## src/design/exu_pkg.sv

```systemverilog
`default_nettype none

package exu_pkg;

    // data path width
    localparam int xlen = 64;

    typedef logic [xlen-1:0] xlen_t;
    typedef logic [4:0]      reg_idx_t;
    typedef logic [7:0]      byte_mask_t;

    // data memory depth in doublewords
    localparam int dmem_words = 16;

    typedef logic [$clog2(dmem_words)-1:0] dmem_idx_t;

    // register reported as exit code on ebreak
    localparam int a0_idx = 10;

    // decoded operations
    typedef enum logic [4:0] {
        ADD,
        SUB,
        AND,
        OR,
        XOR,
        SLT,
        SLTU,
        SLL,
        SRL,
        SRA,
        ADDI,
        ADDW,
        MULW,
        LUI,
        AUIPC,
        JAL,
        JALR,
        BEQ,
        BNE,
        BLT,
        BGE,
        LD,
        LW,
        LBU,
        SB,
        SH,
        SW,
        SD,
        EBREAK
    } exu_op_e;

    // alu functions
    typedef enum logic [3:0] {
        alu_add,
        alu_sub,
        alu_and,
        alu_or,
        alu_xor,
        alu_slt,
        alu_sltu,
        alu_sll,
        alu_srl,
        alu_sra,
        alu_addw,
        alu_mulw
    } alu_mode_e;

endpackage

`default_nettype wire

```

## src/design/exu_regfile.sv

```systemverilog
`timescale 1ns/1ps
`default_nettype none

module exu_regfile (
    input  wire logic             clk,
    input  wire logic             rst_n,
    input  wire exu_pkg::reg_idx_t ra_idx,
    input  wire exu_pkg::reg_idx_t rb_idx,
    input  wire logic             we,
    input  wire exu_pkg::reg_idx_t wd_idx,
    input  wire exu_pkg::xlen_t   wdata,
    output exu_pkg::xlen_t        ra_data,
    output exu_pkg::xlen_t        rb_data,
    output exu_pkg::xlen_t        a0_data
);

    exu_pkg::xlen_t regs [32];

    always_ff @(posedge clk) begin
        if (!rst_n) begin
            for (int i = 0; i < 32; i++) begin
                regs[i] <= '0;
            end
        end else if (we && (wd_idx != '0)) begin
            regs[wd_idx] <= wdata;
        end
    end

    // x0 reads as zero
    assign ra_data = (ra_idx == '0) ? '0 : regs[ra_idx];
    assign rb_data = (rb_idx == '0) ? '0 : regs[rb_idx];

    assign a0_data = regs[exu_pkg::a0_idx];

endmodule

`default_nettype wire

```

## config.mk

```make
export PLATFORM = sky130hd
export DESIGN_NAME = exu_regfile
export DESIGN_NICKNAME = d
export VERILOG_FILES = /design/src/design/exu_pkg.sv /design/src/design/exu_regfile.sv
export SDC_FILE = /design/constraint.sdc
export NUM_CORES = 2
export LEC_CHECK = 0
export BUFFER_PORTS_ARGS = -buffer_cell sky130_fd_sc_hd__buf_2
export CORE_ASPECT_RATIO = 0.9
export CORE_MARGIN = 2
export CORE_UTILIZATION = 44
export CTS_CLUSTER_DIAMETER = 50
export DETAILED_ROUTE_END_ITERATION = 8
export GPL_ROUTABILITY_DRIVEN = 1
export PLACE_DENSITY = 0.68
export REMOVE_ABC_BUFFERS = 1
export SLEW_MARGIN = 10
export SYNTH_ARGS = -nofsm -noshare
export SYNTH_HDL_FRONTEND = slang
export SYNTH_SLANG_ARGS = --single-unit
```

## constraint.sdc

```tcl
create_clock -name clk -period 5.9 [get_ports clk]
set_input_delay 0.59 -clock clk [delete_from_list [all_inputs] [get_ports clk]]
set_output_delay 0.59 -clock clk [all_outputs]
set_load 0.01 [all_outputs]
```

==> reports/results.tsv <==
metric	value	unit
CTS tree	built	
sequential share of power	0.487	
antenna violations before repair	47	
commonest non-fill, non-tap cell in the layout	edfxtp_1	
Resized Gates After CTS	0	
Switch Pwr	0.00907	W
H-Tree Depth	4	
clock power share	0.391	
final setup vio count	0	
Setup Buffers After CTS	0	
P&R area growth vs syn	11.7	%
Post-synth EDFFs	2048	
outcome	completed	
# clock sinks	2048	
synth unique cells	45	
I/O Pins	274	
min-delay worst type	in -> reg	
Clock Tree Root	clkbuf_16	
maximum root-to-sink buffer count	3	
max cap viols	0	
Synth Register Bits	2048	
Peak Freq	217	MHz
WL met2	169	mm
warning count from the yosys run	0	
combinational fraction of design power	0.122	
sequential share of the synthesized area	0.569	
Die Y	474	um
Hold WS	0.288	ns
Die ar.	0.250	mm2
crit-path max cell delay	0.80	ns
layout cell share with drive strength beyond 1	0.265	
via total after detailed routing	69617	
VDD IR max	0.248	mV
Slew HR	0.0977	
wire length on met3	51.9	mm
crit end category	primary output	
Top Registers	regs x2048	
pin count of the biggest net entering global routing	89	
ANT nets after route	0	
cell mode on critical path	buf_4	
WL met1	139	mm
GPL Wtd Cong	0.867	
first-pass GRT wire length	529	mm
internal power	0.0263	W
most frequent cells in the layout	2048 x edfxtp_1, 1999 x and2_1, 918 x mux4_2, 342 x mux2i_1, 265 x buf_2	
total core area	0.244	mm2
final hold vios	0	
vias per cell	6.65	
Worst Max-Slew Pin Slew	1.35	ns
DP HPWL	214	mm
switch share	0.256	
final worst-path cycle share	0.780	
nets@finish	7124	
DIE WIDTH	526	um
Final Max Slew Viols	0	
syn avg cell area	15.4	um2
CP max-delay cell	nand3b_1	
Reg clk slew, reported paths	0.06	ns
Power per Cell Area	293	mW/mm2
Startpoint Class	input port	
Core Rows	172	
Setup Crit Path Kind	in -> out	
Starting Density	0.443	
hold-fix buffers at CTS	0	
number of global-route vias before repair	69275	
aggregate global-route resource usage	0.299	
critical-path cell list	buf_4, buf_4, nand3b_1, buf_12, o221ai_1, a211oi_1, a21oi_1, and2_1, buf_2	
wirelength, routed	377	mm
Pleak	41.8	nW
cts bufs inserted	229	
DP Area	0.114	mm2
post-layout util	0.494	
post-route minimum period	4.60	ns
uppermost layer routed	met5	
cell count after synthesis	7011	
Most used DFF post-synth	edfxtp_1	
Synth async-reset ratio	0	
DRC violations left	0	
design area	0.121	mm2
Top reg by flops	regs	
DR WL/cell	36.0	um
Worst Path Required	5.31	ns
drt first pass iters	6	
drt initial violations	11394	
RSZ-0062 raised after global routing	no	
Critical Path Fanout Max	33	
overall power	0.0354	W
cell area after synthesis	0.108	mm2
global route total overflow	0	
WP data arrival	4.01	ns
max FFs per register	2048	
number of port buffers	273	
critical path, delay by kind of cell:
kind            cells  cell delay, ns
compound gates      3            0.85
simple gates        2            1.01
buf+inv             4            1.48
cells in the mapped netlist, types with 2 or more instances:
cell	number	area [um2]
a2111oi_0	7	61.3
a211oi_1	19	143
a21boi_0	4	30.0
a21o_1	48	360
a21oi_1	54	270
a221o_1	3	30.0
a221oi_1	56	490
a22o_1	40	350
a22oi_1	97	728
and2_1	2000	12500
and3_1	24	150
buf_1	53	199
buf_2	107	536
buf_4	48	360
buf_6	20	225
clkbuf_1	528	1980
edfxtp_1	2048	61500
inv_1	4	15.0
mux2_2	114	1280
mux2i_1	342	3420
mux4_2	918	20700
nand2_1	94	353
nand2b_1	5	31.3
nand3_1	26	130
nand3b_1	6	45.0
nor2_1	53	199
nor2b_1	15	93.8
nor3_1	8	40.0
nor4_1	6	37.5
o2111ai_1	26	228
o211ai_1	26	195
o21ai_0	48	240
o221ai_1	57	499
o22ai_1	90	563
or2_2	3	18.8
or3_1	4	25.0
or3b_2	2	17.5
routing by layer:
layer,up-vias,track usage
met2,5436,0.453
met3,930,0.0927
li1,27207,-
met1,36014,0.402
met5,-,0
met4,30,0.119
metrics by stage:
step	setup WS [ns]	TNS [ns]	std cells
2_1_floorplan	-0.353	-520.57	6317
3_3_place_gp	1.48	0	10028
3_5_place_dp	1.45	0	10029
4_1_cts	1.46	0	10447
5_1_grt	1.27	0	10450
6_report	1.30	0	10468
cell families after synthesis:
family / count (synthesis) / synth area share
DFF: 2048 / 0.569
and+or+nand+nor: 2248 / 0.126
muxes: 1374 / 0.235
other: 1 / 0.0000347
AOI/OAI and AO/OA: 578 / 0.0390
buffers and inverters: 762 / 0.0309
power by group through the flow:
stage / clock, W / sequential (W) / combinational [W]
2_1_floorplan: 0 / 0.0175 / 0.00215
3_3_place_gp: 0 / 0.0174 / 0.00422
3_5_place_dp: 0 / 0.0175 / 0.00424
4_1_cts: 0.0139 / 0.0172 / 0.00426
5_1_grt: 0.0145 / 0.0173 / 0.00447
6_report: 0.0138 / 0.0172 / 0.00432
path summary, 6_finish.rpt:
path	startpoint	end	slack (ns)	depth (start not counted)
setup / recovery	rb_idx[3]	rb_data[15]	1.30	9
hold / removal	wdata[36]	regs[10][36]	0.29	2
layout make-up:
cell class                      count  area, um2
Clock inverter                    132       1150
Antenna cell                       20       50.0
Inverter                            5       22.5
Fill cell                       20099     124000
Clock buffer                      286       5970
Timing Repair Buffer              494       3820
Tap cell                         3219       4030
Multi-Input combinational cell   4264      44200
Sequential cell                  2048      61500
No activity file was read; power rests on OpenSTA's default activity.
