`config.mk`:
```
export PLATFORM = sky130hd
export DESIGN_NAME = exu_dmem
export DESIGN_NICKNAME = d
export VERILOG_FILES = /design/src/design/exu_pkg.sv /design/src/design/exu_dmem.sv
export SDC_FILE = /design/constraint.sdc
export NUM_CORES = 1
export LEC_CHECK = 0
export ABC_AREA = 1
export BUFFER_PORTS_ARGS = -buffer_cell sky130_fd_sc_hd__buf_2
export CAP_MARGIN = 25
export CELL_PAD_IN_SITES_DETAIL_PLACEMENT = 1
export CELL_PAD_IN_SITES_GLOBAL_PLACEMENT = 1
export CORE_ASPECT_RATIO = 0.5
export CORE_UTILIZATION = 49
export CTS_CLUSTER_DIAMETER = 50
export CTS_CLUSTER_SIZE = 20
export DETAILED_ROUTE_END_ITERATION = 12
export HOLD_SLACK_MARGIN = 0.03
export PLACE_DENSITY_LB_ADDON = 0.2
export SLEW_MARGIN = 20
export SYNTH_ARGS = -nofsm -noshare
export SYNTH_HDL_FRONTEND = slang
export SYNTH_SLANG_ARGS = --single-unit
```
`constraint.sdc`:
```
create_clock -name clk -period 2.5 [get_ports clk]
set_input_delay 0.375 -clock clk [delete_from_list [all_inputs] [get_ports clk]]
set_output_delay 0.375 -clock clk [all_outputs]
set_load 0.01 [all_outputs]
```
`src/design/exu_pkg.sv`:
```
`default_nettype none

package exu_pkg;

    // data path width
    localparam int xlen = 64;

    typedef logic [xlen-1:0] xlen_t;
    typedef logic [4:0]      reg_idx_t;
    typedef logic [7:0]      byte_mask_t;

    // data memory depth in doublewords
    localparam int dmem_words = 16;

    typedef logic [$clog2(dmem_words)-1:0] dmem_idx_t;

    // register reported as exit code on ebreak
    localparam int a0_idx = 10;

    // decoded operations
    typedef enum logic [4:0] {
        ADD,
        SUB,
        AND,
        OR,
        XOR,
        SLT,
        SLTU,
        SLL,
        SRL,
        SRA,
        ADDI,
        ADDW,
        MULW,
        LUI,
        AUIPC,
        JAL,
        JALR,
        BEQ,
        BNE,
        BLT,
        BGE,
        LD,
        LW,
        LBU,
        SB,
        SH,
        SW,
        SD,
        EBREAK
    } exu_op_e;

    // alu functions
    typedef enum logic [3:0] {
        alu_add,
        alu_sub,
        alu_and,
        alu_or,
        alu_xor,
        alu_slt,
        alu_sltu,
        alu_sll,
        alu_srl,
        alu_sra,
        alu_addw,
        alu_mulw
    } alu_mode_e;

endpackage

`default_nettype wire

```
`src/design/exu_dmem.sv`:
```
`timescale 1ns/1ps
`default_nettype none

module exu_dmem (
    input  wire logic                clk,
    input  wire logic                we,
    input  wire exu_pkg::dmem_idx_t  idx,
    input  wire exu_pkg::xlen_t      wdata,
    input  wire exu_pkg::byte_mask_t wmask,
    output exu_pkg::xlen_t           rdata
);

    exu_pkg::xlen_t mem [exu_pkg::dmem_words];

    // only enabled bytes change
    always_ff @(posedge clk) begin
        if (we) begin
            for (int i = 0; i < 8; i++) begin
                if (wmask[i]) begin
                    mem[idx][i*8 +: 8] <= wdata[i*8 +: 8];
                end
            end
        end
    end

    assign rdata = mem[idx];

endmodule

`default_nettype wire

```
==> key figures <==
Run status
  – Status: finished, final reports clean

Cells and area
  – Nets: 4575
  – Reg area: 0.0307 sq mm
  – ANT cells: 0
  – Fillers: 9450
  – Area of the multi-input gates: 0.0110 sq mm
  – Top reg by flops: mem
  – P&R area growth vs syn: 11.7%
  – Share of layout cells above drive strength 1: 9.85%
  – Final Non-Filler Cells: 5686
  – Top flop regs: mem: 1024 flops
  – Largest register FFs: 1024

Logic synthesis
  – Synth top area cells: edfxtp_1 (71%), nand2_1 (24%), buf_2 (1.5%)
  – Post-Syn Instances: 4277
  – Adder-cell share of the synthesized area: 0%
  – Top-count cell post-synth: nand2_1
  – Syn Nets: 4355
  – Simple-gate share of the synthesized area: 25.3%
  – Post-synth EDFFs: 1024
  – Synth warn: 0
  – Post-Synth XOR/XNOR Area: 0%
  – Primary FF master, synth: edfxtp_1
  – Commonest cells post-synth: nand2_1 (2778), edfxtp_1 (1024), nor2_1 (132)
  – Mux cell area share after synthesis: 0%
  – Synth area leader: edfxtp_1
  – Async set or reset register ratio after synthesis: 0%
  – Post-synthesis cell type count: 11
  – Compound-Gate Fraction of Synth Area: 0%
  – Post-synthesis register bit count: 1024
  – Seq/Total Area, Yosys: 71.2%
  – Mean Syn Cell Area: 10.1 sq um
  – Cell area after synthesis: 0.0432 sq mm
  – Post-synth top area share: 71.2%
  – Main combinational cell family by area after synthesis: simple AND/OR/NAND/NOR gates

Floorplanning
  – Placeable Area: 0.0866 sq mm
  – Die ar.: 0.0893 sq mm
  – I/O Pins: 142
  – Starting density of the core: 49.8%
  – Die height: 212 microns
  – Row Count: 76
  – Die W: 422 microns

Critical path
  – Crit-path cells: buf_8 -> buf_12 -> buf_4 -> nand2_1 -> nand2_1 -> nand2_1 -> nand2_1 -> nand2_1 -> nand2_1 -> inv_1 -> nand2_1 -> buf_2
  – Worst path slowest cell: buf_4
  – WP data required: 2.12 ns
  – Arrival @ worst endpoint: 1.95 ns
  – CP max FO: 61
  – Crit end category: primary output
  – Startpoint types: primary input
  – CP peak stage delay: 0.37 ns
  – Critical path class: in2out
  – Most frequent CP cell: nand2_1

Clock tree
  – H-tree Lvls: 2
  – Clock sink count: 1024
  – Num CTS Buffers: 60
  – Worst-path clk slew: 0.09 ns
  – Maximum root-to-sink buffer count: 3
  – # hold bufs at CTS: 0
  – Post-cts resize count: 0
  – CTS tree: built
  – # Post-CTS Setup Buffers: 0
  – CTS Root Cell: clkbuf_16

Drt
  – Routed vias: 30081
  – Via density: 5.29
  – Total wire length: 118 mm
  – DR iter-0 viols: 2326
  – Number of routed nets with antenna violations: 0
  – Drt first pass iters: 5
  – Residual DRC count: 0
  – WL/cell: 20.7 microns

STA
  – Rel. slew slack: 63.2%
  – Fin crit period: 2.32 ns
  – Sum of negative setup slack: 0 ns
  – Worst slew pin tran: 0.551 ns
  – FMAX: 431 MHz
  – Slew Limit Fails: 0
  – Final setup vio count: 0
  – Final period util: 92.9%
  – RSZ-0062 raised after global routing: false
  – Final Hold Vio Count: 0

Global routing
  – Vias in the first global route: 32197
  – GR Overflow Total: 0
  – Total GRT Usage: 26.5%
  – Initial antenna violation count: 2
  – Largest net degree at the start of global routing: 96
  – First-pass GRT wire length: 181 mm

Pwr
  – Leak: 20.6 nW
  – Cell area power density: 659 mW/mm^2
  – Peak supply drop: 0.525 mV

Hold path
  – Hold Path Class: in2reg

Place
  – Final HPWL DP: 74.6 mm
  – RD Place Congestion: 0.793
  – Number of I/O port buffers: 141
  – Placed cells: 5605

Flow run
  – MaxCap Viol Count: 0
[final cells by class]
cell class	count	area share [%]
well taps	1170	3.04
inverters	134	1.08
clock inverters	15	0.306
flip-flops and latches	1024	63.8
clock buffers	66	3.21
multi-input cells	2912	22.7
repair buffers	365	5.83
[critical path, delay by kind of cell]
family                 cells  cell delay, ns
buffers and inverters      5            0.97
AND/OR/NAND/NOR            7            0.52
[power by group]
group,leakage (nW),internal [mW],switching (mW)
clock,0.828,4.62,5.53
combinational,10.5,0.707,1.79
sequential,9.22,19.1,0.0501
total,20.6,24.4,7.38
[per-stage QoR]
step | hold slack [ns] | setup slack (ns) | utilization (%) | power [mW] | area, sq um
CTS | 0.0539 | 0.165 | 55.6 | 32.0 | 48200
detailed placement | 0.765 | 0.156 | 53.7 | 22.0 | 46500
floorplan | 0.474 | 0.588 | - | 20.9 | 43200
global placement | 0.759 | 0.171 | 53.7 | 21.9 | 46500
global route | 0.0785 | 0.0340 | 55.6 | 32.7 | 48200
finish | 0.0815 | 0.178 | 55.6 | 31.8 | 48200
[cell usage in the layout (no fill, tap or decap)]
master,Yosys,layout
buf_2,130,139
nand2_1,2778,2778
edfxtp_1,1024,1024
buf_12,0,32
buf_4,6,192
inv_2,4,1
nor2_4,0,3
bufinv_16,0,2
clkbuf_16,0,61
inv_8,0,5
clkinv_1,0,5
clkbuf_1,60,5
clkinv_4,0,1
inv_6,0,1
nor2_1,132,129
clkinv_2,0,3
nor2_2,2,2
inv_1,130,130
buf_8,0,2
clkinvlp_4,0,1
[worst paths after layout]
check                      from              endpoint  cells after the start
worst max-delay path     idx[0]              rdata[2]                     12
worst min-delay path  wdata[44]  mem[4][44]$_DFFE_PP_                      1
[kinds of logic (layout without fill, tap and decap cells)]
family,count (synthesis),count (layout)
and+or+nand+nor,2912,2912
buffers and inverters,341,580
DFF,1024,1024
[layer usage]
layer,share of wire (%),global-route usage [%],vias up
li1,-,-,14027
met1,43,34.2,15268
met2,51,47.4,612
met3,4.2,3.05,172
met4,2.4,7.15,2
met5,0.010,0,-
(Power assumes the default switching activity.)
