### src/design/exu_pkg.sv
`default_nettype none

package exu_pkg;

    // data path width
    localparam int xlen = 64;

    typedef logic [xlen-1:0] xlen_t;
    typedef logic [4:0]      reg_idx_t;
    typedef logic [7:0]      byte_mask_t;

    // data memory depth in doublewords
    localparam int dmem_words = 16;

    typedef logic [$clog2(dmem_words)-1:0] dmem_idx_t;

    // register reported as exit code on ebreak
    localparam int a0_idx = 10;

    // decoded operations
    typedef enum logic [4:0] {
        ADD,
        SUB,
        AND,
        OR,
        XOR,
        SLT,
        SLTU,
        SLL,
        SRL,
        SRA,
        ADDI,
        ADDW,
        MULW,
        LUI,
        AUIPC,
        JAL,
        JALR,
        BEQ,
        BNE,
        BLT,
        BGE,
        LD,
        LW,
        LBU,
        SB,
        SH,
        SW,
        SD,
        EBREAK
    } exu_op_e;

    // alu functions
    typedef enum logic [3:0] {
        alu_add,
        alu_sub,
        alu_and,
        alu_or,
        alu_xor,
        alu_slt,
        alu_sltu,
        alu_sll,
        alu_srl,
        alu_sra,
        alu_addw,
        alu_mulw
    } alu_mode_e;

endpackage

`default_nettype wire

### src/design/exu_alu.sv
`timescale 1ns/1ps
`default_nettype none

module exu_alu (
    input  wire exu_pkg::alu_mode_e mode,
    input  wire exu_pkg::xlen_t     a,
    input  wire exu_pkg::xlen_t     b,
    output exu_pkg::xlen_t          result
);

    logic [5:0]  shamt;
    logic [31:0] sum_w;
    logic [31:0] prod_w;
    logic        lt_s;
    logic        lt_u;

    assign shamt = b[5:0];

    // word forms work on the low halves
    assign sum_w  = a[31:0] + b[31:0];
    assign prod_w = a[31:0] * b[31:0];

    assign lt_s = $signed(a) < $signed(b);
    assign lt_u = a < b;

    always_comb begin
        result = '0;
        case (mode)
            exu_pkg::alu_add: begin
                result = a + b;
            end
            exu_pkg::alu_sub: begin
                result = a - b;
            end
            exu_pkg::alu_and: begin
                result = a & b;
            end
            exu_pkg::alu_or: begin
                result = a | b;
            end
            exu_pkg::alu_xor: begin
                result = a ^ b;
            end
            exu_pkg::alu_slt: begin
                result = {{(exu_pkg::xlen-1){1'b0}}, lt_s};
            end
            exu_pkg::alu_sltu: begin
                result = {{(exu_pkg::xlen-1){1'b0}}, lt_u};
            end
            exu_pkg::alu_sll: begin
                result = a << shamt;
            end
            exu_pkg::alu_srl: begin
                result = a >> shamt;
            end
            exu_pkg::alu_sra: begin
                result = $signed(a) >>> shamt;
            end
            // sign-extend 32-bit results
            exu_pkg::alu_addw: begin
                result = {{32{sum_w[31]}}, sum_w};
            end
            exu_pkg::alu_mulw: begin
                result = {{32{prod_w[31]}}, prod_w};
            end
            default: begin
                result = '0;
            end
        endcase
    end

endmodule

`default_nettype wire

### config.mk
export PLATFORM = sky130hd
export DESIGN_NAME = exu_alu
export DESIGN_NICKNAME = d
export VERILOG_FILES = /design/src/design/exu_pkg.sv /design/src/design/exu_alu.sv
export SDC_FILE = /design/constraint.sdc
export NUM_CORES = 2
export LEC_CHECK = 0
export ABC_AREA = 1
export BUFFER_PORTS_ARGS = -buffer_cell sky130_fd_sc_hd__buf_2
export CAP_MARGIN = 0
export CORE_MARGIN = 4
export CORE_UTILIZATION = 40
export DETAILED_ROUTE_END_ITERATION = 7
export MAX_ROUTING_LAYER = met4
export PLACE_DENSITY = 0.6
export RECOVER_POWER = 50
export SYNTH_ARGS = -nofsm -noshare
export SYNTH_HDL_FRONTEND = slang
export SYNTH_SLANG_ARGS = --single-unit
### constraint.sdc
create_clock -name vclk -period 13.4
set_clock_uncertainty 0.1 [all_clocks]
set_input_delay 2.68 -clock vclk [all_inputs]
set_output_delay 2.68 -clock vclk [all_outputs]
set_load 0.01 [all_outputs]
==> key figures <==
Status
  • Status: finished with violations
  • Violated checks: DRC, capacitance limit, slew limit

Global route
  • Total global-route track usage: a little under half
  • Initial antenna violation count: 9
  • Pin count of the biggest net entering global routing: 135
  • Total gr overflow: 0
  • Vias in the first global route: 43200
  • First-pass GRT wire length: 316000 µm

Setup path
  • CP top delay family: adder cells
  • Worst setup path class: input port to output port
  • CP Depth: 22
  • Worst setup EP type: output port
  • Crit path DAT: 10.29 ns
  • CP dominant cell by count: fa_1
  • Slowest stage cell, crit path: fa_1
  • Bufs and invs on worst path: 5
  • Worst setup SP type: input port
  • CP Max Fanout: 23
  • Worst-path cell chain: clkbuf_2, ha_1, fa_1, inv_1, fa_1, fa_1, inv_1, fa_1, fa_1, fa_1, fa_1, fa_1, ha_1, a21oi_1, o21ai_0, a221oi_1, nand3_1, nand2_1, nand3_1, o2111ai_1, clkbuf_1, buf_2
  • CP peak stage delay: between 0.5 and 0.6 ns
  • Critical path data required time: approximately 11 ns

Route
  • Wire per inst: 29.3 µm
  • Routed Antenna Nets: 0
  • Via count of the routed design: about 46000
  • Vias per cell: 5.89
  • DR iter-0 viols: 6000
  • Routed WL: 229000 µm
  • Pre-Repair DR Iteration Count: 8
  • DRC violations left: 1

Die
  • Die area: 100000 µm²
  • Die Ht: 317 µm
  • Core Area: 93900 µm²
  • Initial Utilization: 40.6%
  • IO Count: 196
  • Die W: 317 µm
  • FP Rows: around 110

Layout
  • Share of layout cells above drive strength 1: 5.22%
  • FF+latch area: 0 µm²
  • Commonest cells after routing, fill and taps aside: nand2_1, inv_1, nor2_1
  • Flip-flop and latch count: 0
  • Area grow syn2layout: 4.61%
  • Clkbuf count: 0
  • Nets: 7394
  • Commonest non-fill, non-tap cell in the layout: nand2_1

Timing
  • Worst-Margin Slew: 2.61 ns
  • Setup TNS: 0 ns
  • Slew HR: -74.1%
  • FMAX: 0.0765 GHz
  • Count of final hold-check violations: 0
  • Finish-stage setup viols: 0
  • Fin. max-slew vios: 59
  • RSZ-0062 raised after global routing: no
  • Fin crit share: 97.6%
  • Fin crit period: roughly 13 ns

Worst hold path
  • Hold Path Cell Cnt: 5
  • Type of the most critical hold path: input port to output port

CTS
  • Resized Gates After CTS: 0
  • Hold-fix buffers at CTS: 0
  • Setup Buffers After CTS: 0

Synthesis
  • Post-Syn Area: 38100 µm²
  • Netlist cell types: 62
  • Syn avg cell area: 5.79 µm²
  • Mapped Nets: 7443
  • Sequential element share of the synthesized area: 0%
  • YS warnings: 0
  • Syn Inst Count: roughly 6600

Placed design
  • IO buf count: 196
  • DP Wirelength: approximately 190000 µm
  • GP Congestion: around 1.1

Flow run
  • Max-Cap Viols: 1
==> cell families (layout without fill, tap and decap cells) <==
logic type                 after synthesis  in the layout  synth area share [%]
other                                    0              8                     0
and+or+nand+nor                       2933           2933                  31.5
AOI/OAI and AO/OA                     1234           1234                  18.0
muxes                                   40             40                  1.08
buffers and inverters                 1616           1565                  16.6
xor gates and xnor gates                36             36                 0.827
adders and majority gates              726            726                  31.9
==> final timing paths <==
path	startpoint	to	slack [ns]
max	b[11]	result[28]	0.33
min	mode[0]	result[0]	5.97
==> routing by layer <==
layer  GRT usage, %  share of wire [%]  up-vias
li1               -                  -    20500
met1           54.7                 38    21900
met2           69.0                 43     2784
met3           8.02                9.2      662
met4           31.6                9.1        0
met5              -                  0        -
==> Yosys cell counts, types with 7 or more instances <==
master	count	area share, %
nand2_1	1780	18
inv_1	1261	12
nor2_1	522	5.1
nand3_1	441	5.8
fa_1	410	22
a21oi_1	406	5.3
o21ai_0	377	4.9
ha_1	316	10
o21ai_1	181	2.4
clkbuf_1	146	1.4
buf_2	100	1.3
nand4_1	64	1.1
buf_1	63	0.62
o211ai_1	53	1.0
o22ai_1	46	0.75
mux2i_1	39	1.0
nor3_1	38	0.50
xor2_1	28	0.64
o21a_1	23	0.45
o21bai_1	23	0.45
a21o_1	20	0.39
a211oi_1	18	0.35
inv_2	18	0.18
or2_1	18	0.30
nand3b_1	17	0.33
or2_2	16	0.26
buf_6	14	0.41
nor4_1	14	0.23
a21boi_0	12	0.24
a221oi_1	12	0.28
o2111ai_1	11	0.25
nand2_2	9	0.15
o21ai_2	9	0.21
a31oi_1	8	0.13
xnor2_1	8	0.18
a21oi_2	7	0.16
==> per-stage QoR <==
step | util (%) | setup slack [ns] | hold slack (ns) | area [µm²] | cells
2_1_floorplan | - | 0.972 | 5.50 | 38100 | 6585
3_3_place_gp | 42.5 | 0.667 | 5.91 | 39900 | 7788
3_5_place_dp | 42.5 | 0.573 | 5.90 | 39900 | 7788
4_1_cts | 42.5 | 0.576 | 5.91 | 39900 | 7788
5_1_grt | 42.5 | 0.147 | 5.93 | 39900 | 7795
6_report | 42.5 | 0.326 | 5.97 | 39900 | 7796
==> final cells by class <==
cell class | count | area, µm²
antenna | 8 | 20.0
fill | 10700 | 54000
inverter | 1282 | 4820
multi-input combinational | 4969 | 31800
tap | 1254 | 1570
timing repair buffer | 283 | 1650
