==> config.mk <==
export PLATFORM = sky130hd
export DESIGN_NAME = exu_lsu
export DESIGN_NICKNAME = d
export VERILOG_FILES = /design/src/design/exu_pkg.sv /design/src/design/exu_lsu.sv
export SDC_FILE = /design/constraint.sdc
export NUM_CORES = 1
export LEC_CHECK = 0
export BUFFER_PORTS_ARGS = -buffer_cell sky130_fd_sc_hd__buf_4
export CORE_AREA = 2 2 130 132
export DETAILED_ROUTE_END_ITERATION = 12
export DIE_AREA = 0 0 132 134
export GPL_TIMING_DRIVEN = 1
export SLEW_MARGIN = 10
export SYNTH_ARGS = -nofsm -noshare
export SYNTH_HDL_FRONTEND = slang
export SYNTH_SLANG_ARGS = --single-unit
==> constraint.sdc <==
create_clock -name vclk -period 2.1
set_input_delay 0.42 -clock vclk [all_inputs]
set_output_delay 0.42 -clock vclk [all_outputs]
set_load 0.02 [all_outputs]
==> src/design/exu_pkg.sv <==
`default_nettype none

package exu_pkg;

    // data path width
    localparam int xlen = 64;

    typedef logic [xlen-1:0] xlen_t;
    typedef logic [4:0]      reg_idx_t;
    typedef logic [7:0]      byte_mask_t;

    // data memory depth in doublewords
    localparam int dmem_words = 16;

    typedef logic [$clog2(dmem_words)-1:0] dmem_idx_t;

    // register reported as exit code on ebreak
    localparam int a0_idx = 10;

    // decoded operations
    typedef enum logic [4:0] {
        ADD,
        SUB,
        AND,
        OR,
        XOR,
        SLT,
        SLTU,
        SLL,
        SRL,
        SRA,
        ADDI,
        ADDW,
        MULW,
        LUI,
        AUIPC,
        JAL,
        JALR,
        BEQ,
        BNE,
        BLT,
        BGE,
        LD,
        LW,
        LBU,
        SB,
        SH,
        SW,
        SD,
        EBREAK
    } exu_op_e;

    // alu functions
    typedef enum logic [3:0] {
        alu_add,
        alu_sub,
        alu_and,
        alu_or,
        alu_xor,
        alu_slt,
        alu_sltu,
        alu_sll,
        alu_srl,
        alu_sra,
        alu_addw,
        alu_mulw
    } alu_mode_e;

endpackage

`default_nettype wire

==> src/design/exu_lsu.sv <==
`timescale 1ns/1ps
`default_nettype none

module exu_lsu (
    input  wire exu_pkg::exu_op_e op,
    input  wire exu_pkg::xlen_t   addr,
    input  wire exu_pkg::xlen_t   store_data,
    input  wire exu_pkg::xlen_t   rdata,
    output logic                  mem_we,
    output exu_pkg::dmem_idx_t    mem_idx,
    output exu_pkg::xlen_t        mem_wdata,
    output exu_pkg::byte_mask_t   mem_wmask,
    output exu_pkg::xlen_t        load_data
);

    logic [2:0]     lane;
    logic [5:0]     bit_ofs;
    exu_pkg::xlen_t lane_data;

    assign lane    = addr[2:0];
    assign bit_ofs = {lane, 3'b000};

    // doubleword index, wraps every 128 bytes
    assign mem_idx = addr[6:3];

    // store lanes and byte enables
    always_comb begin
        mem_we    = 1'b0;
        mem_wmask = '0;
        mem_wdata = '0;
        case (op)
            exu_pkg::SB: begin
                mem_we    = 1'b1;
                mem_wmask = 8'h01 << lane;
                mem_wdata = {56'b0, store_data[7:0]} << bit_ofs;
            end
            exu_pkg::SH: begin
                mem_we    = 1'b1;
                mem_wmask = 8'h03 << lane;
                mem_wdata = {48'b0, store_data[15:0]} << bit_ofs;
            end
            exu_pkg::SW: begin
                mem_we    = 1'b1;
                mem_wmask = 8'h0f << lane;
                mem_wdata = {32'b0, store_data[31:0]} << bit_ofs;
            end
            exu_pkg::SD: begin
                mem_we    = 1'b1;
                mem_wmask = 8'hff;
                mem_wdata = store_data;
            end
            default: begin
                mem_we    = 1'b0;
            end
        endcase
    end

    // addressed lane moved down to bit 0
    assign lane_data = rdata >> bit_ofs;

    always_comb begin
        load_data = '0;
        case (op)
            exu_pkg::LD: begin
                load_data = rdata;
            end
            exu_pkg::LW: begin
                load_data = {{32{lane_data[31]}}, lane_data[31:0]};
            end
            exu_pkg::LBU: begin
                load_data = {56'b0, lane_data[7:0]};
            end
            default: begin
                load_data = '0;
            end
        endcase
    end

endmodule

`default_nettype wire

==> results of run 1 <==
-- layout make-up --
cell class	count	area (sq um)
Tap cell	220	275
Timing Repair Buffer	442	4440
Multi-Input combinational cell	547	4600
Inverter	11	43.8
Fill cell	1441	6930
-- cells by family after synthesis --
| kind of cell | after synthesis | synth area share |
|---|---|---|
| buf+inv | 78 | 0.117 |
| compound gates | 212 | 0.376 |
| mux | 51 | 0.170 |
| simple gates | 282 | 0.327 |
| xor+xnor | 2 | 0.0104 |
-- through the flow --
stage	hold slack [ns]	instance area, sq um	utilization	cells	TNS, ns
floorplan	0.953	4200	-	625	-0.328
global placement	0.840	7200	0.442	1174	-9.51
detailed placement	0.840	7200	0.442	1174	-10.31
CTS	0.840	8190	0.503	1196	-2.80
global route	0.840	9360	0.575	1220	-11.04
finish	0.840	9360	0.575	1220	-4.81
-- worst min path at each step --
stage / startpoint / to / slack (ns) / cells after the start
final: addr[6] / mem_idx[3] / 0.84 / 0
after CTS: addr[5] / mem_idx[2] / 0.84 / 0
after global routing: addr[6] / mem_idx[3] / 0.84 / 0
after global placement: addr[5] / mem_idx[2] / 0.84 / 0
after detailed placement: addr[5] / mem_idx[2] / 0.84 / 0
after floorplan: addr[3] / mem_idx[0] / 0.95 / 1
-- Yosys cell counts (10+ instances only) --
| library cell | n | area, sq um |
|---|---|---|
| and3_1 | 11 | 68.8 |
| a32oi_1 | 17 | 149 |
| buf_2 | 32 | 160 |
| nand3_1 | 12 | 60.1 |
| nand2_1 | 171 | 642 |
| o21ai_0 | 47 | 235 |
| buf_4 | 12 | 90.1 |
| buf_6 | 15 | 169 |
| a22oi_1 | 17 | 128 |
| nor2_1 | 22 | 82.6 |
| a211oi_1 | 30 | 225 |
| mux4_2 | 16 | 360 |
| o221ai_1 | 10 | 87.6 |
| a221oi_1 | 18 | 158 |
| mux2i_1 | 32 | 320 |
| nor3_1 | 10 | 50.1 |
| nor2b_1 | 20 | 125 |
-- metal layers --
metal,GRT usage,vias up,part of all wire
li1,-,3141,-
met1,0.328,3330,0.40
met2,0.430,427,0.49
met3,0.0280,68,0.075
met4,0.0670,0,0.033
met5,0,-,0
-- power by group through the flow --
stage	sequential, mW	clock (mW)	combinational [mW]
2_1_floorplan	0	0	0.561
5_1_grt	0	0	1.55
3_5_place_dp	0	0	1.15
4_1_cts	0	0	1.29
6_report	0	0	1.48
3_3_place_gp	0	0	1.14
-- layout by cell type (no fill, tap or decap), types with 7 or more instances in the layout --
| master | count |
|---|---|
| nor2_4 | 7 |
| nor2b_1 | 20 |
| buf_6 | 128 |
| buf_16 | 7 |
| and2_4 | 9 |
| nor2_1 | 15 |
| inv_1 | 9 |
| o21ai_0 | 17 |
| a211o_1 | 8 |
| a221oi_2 | 7 |
| buf_12 | 22 |
| nor3_4 | 8 |
| and3_1 | 7 |
| a221oi_1 | 11 |
| a32oi_1 | 14 |
| nand2_4 | 15 |
| o21ai_1 | 22 |
| a221o_1 | 9 |
| mux4_2 | 16 |
| clkbuf_16 | 8 |
| o21ai_2 | 15 |
| mux2i_1 | 26 |
| a211oi_1 | 28 |
| o211ai_1 | 9 |
| a22oi_2 | 20 |
| nand2_2 | 45 |
| buf_4 | 270 |
| nand2_1 | 113 |
| nand3_1 | 10 |
| o221ai_2 | 7 |
-- timing repair --
action                                  in CTS  in global routing
pin swaps                                   37                 85
gates cloned                                 8                 10
buffers inserted                            15                 16
endpoints found under the setup margin     123                130
resized for setup                          168                228
==> key figures, run 1 <==
Pwr
  – P_sw: 0.743 mW
  – Sw frac: 0.503
  – Combinational share of power: 1.000
  – Seq pwr share: 0
  – Total power: 1.48 mW
  – Max VDD drop: 0.120 mV
  – Power Dens Cells: 158 mW/mm^2
  – Internal Pwr Total: 0.735 mW
  – Leakage: 4.23 nW
  – Clock power share: 0

Setup path
  – Most used cell along the critical path: buf_6
  – Crit Path Class: primary input to output port
  – CP max FO: 5
  – WP buf/inv: 6
  – Worst setup path start: op[2]
  – CP top delay family: buffers and inverters
  – CP Launch Type: primary input
  – Worst path required time: 1.68 ns
  – Type of destination of the critical path: output port
  – Worst path depth: 10
  – Crit path capture: mem_wdata[54]
  – Worst path max stage delay: 0.24 ns
  – Critical-path top delay cell: a32oi_1
  – CP cell instances: buf_6, nand3b_4, buf_6, buf_6, inv_4, and3_4, buf_6, nand2_1, a32oi_1, buf_4
  – Critical Path AT: 1.85 ns

Yosys
  – Post-Syn Area per Cell: 6.73 sq um
  – Synthesis warning total: 0
  – Cell area after synthesis: 0.00420 sq mm
  – Synth Instances: 625
  – Sequential fraction of the synthesis area: 0
  – Cell variety after synth: 61
  – Syn nets: 822

Final layout
  – Clkbuf count: 0
  – Layout area overhead: 123%
  – Total inserted antenna cells: 0
  – Share of layout cells above drive strength 1: 0.656
  – Fin nets: 1199
  – Seq_cells: 0
  – Sequential cell area: 0 sq um

Global route
  – Initial antenna violation count: 0
  – Largest net degree at the start of global routing: 46
  – Vias in the first global route: 6367
  – Grt total ovfl: 0
  – First-pass GRT wire length: 35.9 mm
  – GRT Resource Usage Total: 0.249

Min path
  – HP Class: primary input to output port

Route
  – DR pass1 iterations: 5
  – Total Wirelength: 25.7 mm
  – Routed via count: 6966
  – DRC viols: 0
  – DR vias/cell: 5.71
  – Post-DR wirelength/cell: 21.0 um
  – 1st-iter DRT viols: 495
  – DRT antenna net count: 0

STA
  – Hold Vio Cnt, Final: 0
  – Final min period: 2.27 ns
  – Slew @ Worst Pin: 0.540 ns
  – Slew Limit Fails: 0
  – Tcrit/Tclk final: 1.08
  – Setup violations, final: 95
  – Max Freq: 440 MHz
  – Post-route setup slack: -0.173 ns
  – Relative slew slack: 0.636
  – Unrepaired setup endpoints after global routing: yes

Floorplanning
  – Die H: 134 um
  – Num ports: 338
  – Core Area: 0.0163 sq mm
  – Row Count: 47
  – Die Area: 0.0177 sq mm
  – Starting Density: 0.258
  – Horiz. Die Dim: 132 um

Status
  – Status: finished with violations
  – Failing checks: negative setup slack

Place
  – Worst slack, placed: -0.170 ns
  – Final HPWL DP: 17.2 mm
  – Placer Congestion: 0.877
  – I/O Buffers: 273

Clock tree
  – # hold bufs at CTS: 0

Run
  – Max-Cap Viols: 0
No activity file was read; power rests on OpenSTA's default activity.
==> inputs of run 2 (changes only) <==
--- a/config.mk
+++ b/config.mk
@@ -5,6 +5,7 @@
 export SDC_FILE = /design/constraint.sdc
 export NUM_CORES = 1
 export LEC_CHECK = 0
+export ABC_AREA = 1
 export BUFFER_PORTS_ARGS = -buffer_cell sky130_fd_sc_hd__buf_4
 export CORE_AREA = 2 2 130 132
 export DETAILED_ROUTE_END_ITERATION = 12
==> constraint.sdc (replaced) <==
create_clock -name vclk -period 2.2
set_input_delay 0.44 -clock vclk [all_inputs]
set_output_delay 0.44 -clock vclk [all_outputs]
set_load 0.02 [all_outputs]
==> key figures, run 2 <==
Pwr
  – Sw frac: 0.560
  – Power Dens Cells: 155 mW/mm^2
  – Internal Pwr Total: 0.507 mW
  – Max VDD drop: 0.0864 mV
  – Leakage: 4.20 nW
  – Combinational share of power: 1.000
  – Clock power share: 0
  – P_sw: 0.644 mW
  – Seq pwr share: 0

Setup path
  – Critical Path AT: 1.72 ns
  – Worst path max stage delay: 0.16 ns
  – Worst path required time: 1.76 ns
  – CP Launch Type: primary input
  – Most used cell along the critical path: buf_4
  – Crit Path Class: primary input to output port
  – Type of destination of the critical path: output port
  – Critical-path top delay cell: buf_12
  – Worst setup path start: addr[0]
  – CP max FO: 19
  – CP cell instances: buf_4, buf_12, buf_16, nor2_1, buf_4, nand2_1, nand3_1, nand2_2, nand2_1, buf_4

Global route
  – Largest net degree at the start of global routing: 34
  – Grt total ovfl: 0
  – Initial antenna violation count: 0
  – GRT Resource Usage Total: 0.248
  – Vias in the first global route: 6955
  – First-pass GRT wire length: 36.1 mm

Yosys
  – Synthesis warning total: 0
  – Sequential fraction of the synthesis area: 0
  – Syn nets: 1142
  – Post-synthesis mux area share: 0
  – XOR/XNOR Fraction of Synth Area: 0
  – Cell variety after synth: 29
  – Post-Syn Area per Cell: 4.46 sq um
  – Synth top area share: 0.363
  – Ranking of synthesized cells by area: nand2_1, o21ai_0, nand3_1
  – Synth Area in Simple Gates: 0.573
  – Largest family of logic cells by synthesized area: simple AND/OR/NAND/NOR gates
  – Compound-gate portion of the synthesized area: 0.276
  – Synth Instances: 945
  – Cell area after synthesis: 0.00421 sq mm
  – Post-Synth Adder-Cell Area: 0
  – Post-synth top cells: nand2_1, o21ai_0, nand3_1
  – Cell taking the most area after synthesis: nand2_1
  – Count leader, synth: nand2_1

Route
  – DRC viols: 0
  – DRT antenna net count: 0
  – Routed via count: 7294
  – DR pass1 iterations: 5
  – DR vias/cell: 4.98
  – Post-DR wirelength/cell: 16.0 um
  – 1st-iter DRT viols: 378
  – Total Wirelength: 23.5 mm

Floorplanning
  – Horiz. Die Dim: 132 um
  – Starting Density: 0.259
  – Row Count: 47
  – Num ports: 338
  – Die H: 134 um
  – Core Area: 0.0163 sq mm
  – Die Area: 0.0177 sq mm

Final layout
  – Clkbuf count: 0
  – Filler cells: 1804
  – Finished Layout Cells: 1465
  – Share of layout cells above drive strength 1: 0.367
  – Commonest non-fill, non-tap cell in the layout: nand2_1
  – Seq_cells: 0
  – Most frequent cells in the layout: nand2_1, buf_4, o21ai_0
  – Fin nets: 1444
  – Sequential cell area: 0 sq um
  – Layout area overhead: 76.5%
  – Total inserted antenna cells: 0
  – Multi-input gate area: 0.00378 sq mm

STA
  – Final min period: 2.16 ns
  – Post-route setup slack: 0.0391 ns
  – Fin Setup TNS: 0 ns
  – Slew Limit Fails: 0
  – Setup violations, final: 0
  – Slew @ Worst Pin: 0.412 ns
  – Hold Vio Cnt, Final: 0
  – Max Freq: 463 MHz
  – Tcrit/Tclk final: 0.982
  – Unrepaired setup endpoints after global routing: yes
  – Relative slew slack: 0.723

Min path
  – Hold_sp: addr[5]
  – HP Class: primary input to output port

Place
  – Final HPWL DP: 18.8 mm
  – Post-placement cell count: 1453
  – I/O Buffers: 273
  – Placer Congestion: 0.924
  – Worst slack, placed: -0.156 ns

Clock tree
  – # hold bufs at CTS: 0

Run
  – Max-Cap Viols: 0

Status
  – Status: finished, final reports clean
-- run 2: cell types whose count changed after synthesis, sizes merged, moves of 18 or more --
cell / previous run / this run
a221oi: 19 / 0
inv: 10 / 73
mux2i: 32 / 0
a22oi: 20 / 2
nand2: 173 / 411
a211oi: 30 / 0
nor2b: 20 / 0
a21oi: 6 / 31
o21ai: 54 / 165
nor2: 27 / 45
clkbuf: 8 / 29
nand3: 13 / 110
-- run 2: cells by family (layout without fill, tap and decap cells) --
kind of cell	Yosys count	after routing
AO/OA/AOI/OAI	215	215
buffers and inverters	149	449
AND/OR/NAND/NOR	581	581
-- run 2: layout make-up --
class              count  area share
inverters             76      0.0395
multi-input cells    796       0.508
well taps            220      0.0370
repair buffers       373       0.415
-- run 2: repair_timing --
item                                   in CTS  in global routing
gates cloned                                0                  2
setup endpoints to repair                  53                116
pin swaps                                   0                 22
buffers inserted                            0                 10
endpoints found under the hold margin       0                  0
gates resized for setup                    19                108
-- run 2: final timing paths --
path             to  slack (ns)  depth (start not counted)
max   mem_wdata[53]        0.04                         10
min      mem_idx[2]        0.88                          0
-- run 2: metal layers --
| metal | vias to the layer above | part of all wire | GRT usage | wire length (um) |
|---|---|---|---|---|
| met1 | 3246 | 0.39 | 0.283 | 9070 |
| met4 | 0 | 0.029 | 0.0634 | 692 |
| met3 | 45 | 0.084 | 0.0525 | 1980 |
| met2 | 338 | 0.50 | 0.469 | 11700 |
| li1 | 3665 | - | - | - |
| met5 | - | 0 | 0 | 0 |
-- run 2: metrics by stage --
| stage | power [mW] | area, sq um | utilization | hold slack (ns) |
|---|---|---|---|---|
| after floorplan | 0.522 | 4210 | - | 0.993 |
| after global placement | 1.06 | 6980 | 0.428 | 0.880 |
| after detailed placement | 1.06 | 6980 | 0.428 | 0.880 |
| after CTS | 1.08 | 7000 | 0.430 | 0.880 |
| after global routing | 1.26 | 7440 | 0.456 | 0.880 |
| final | 1.15 | 7440 | 0.456 | 0.880 |
-- run 2: critical path: cells and delay by family --
kind                   cells  cell delay, ns
buffers and inverters      5            0.75
and+or+nand+nor            5            0.52
-- run 2: power groups by stage --
stage	clock network (mW)	registers, mW	logic [mW]
final	0	0	1.15
after global routing	0	0	1.26
after CTS	0	0	1.08
after detailed placement	0	0	1.06
after global placement	0	0	1.06
after floorplan	0	0	0.522
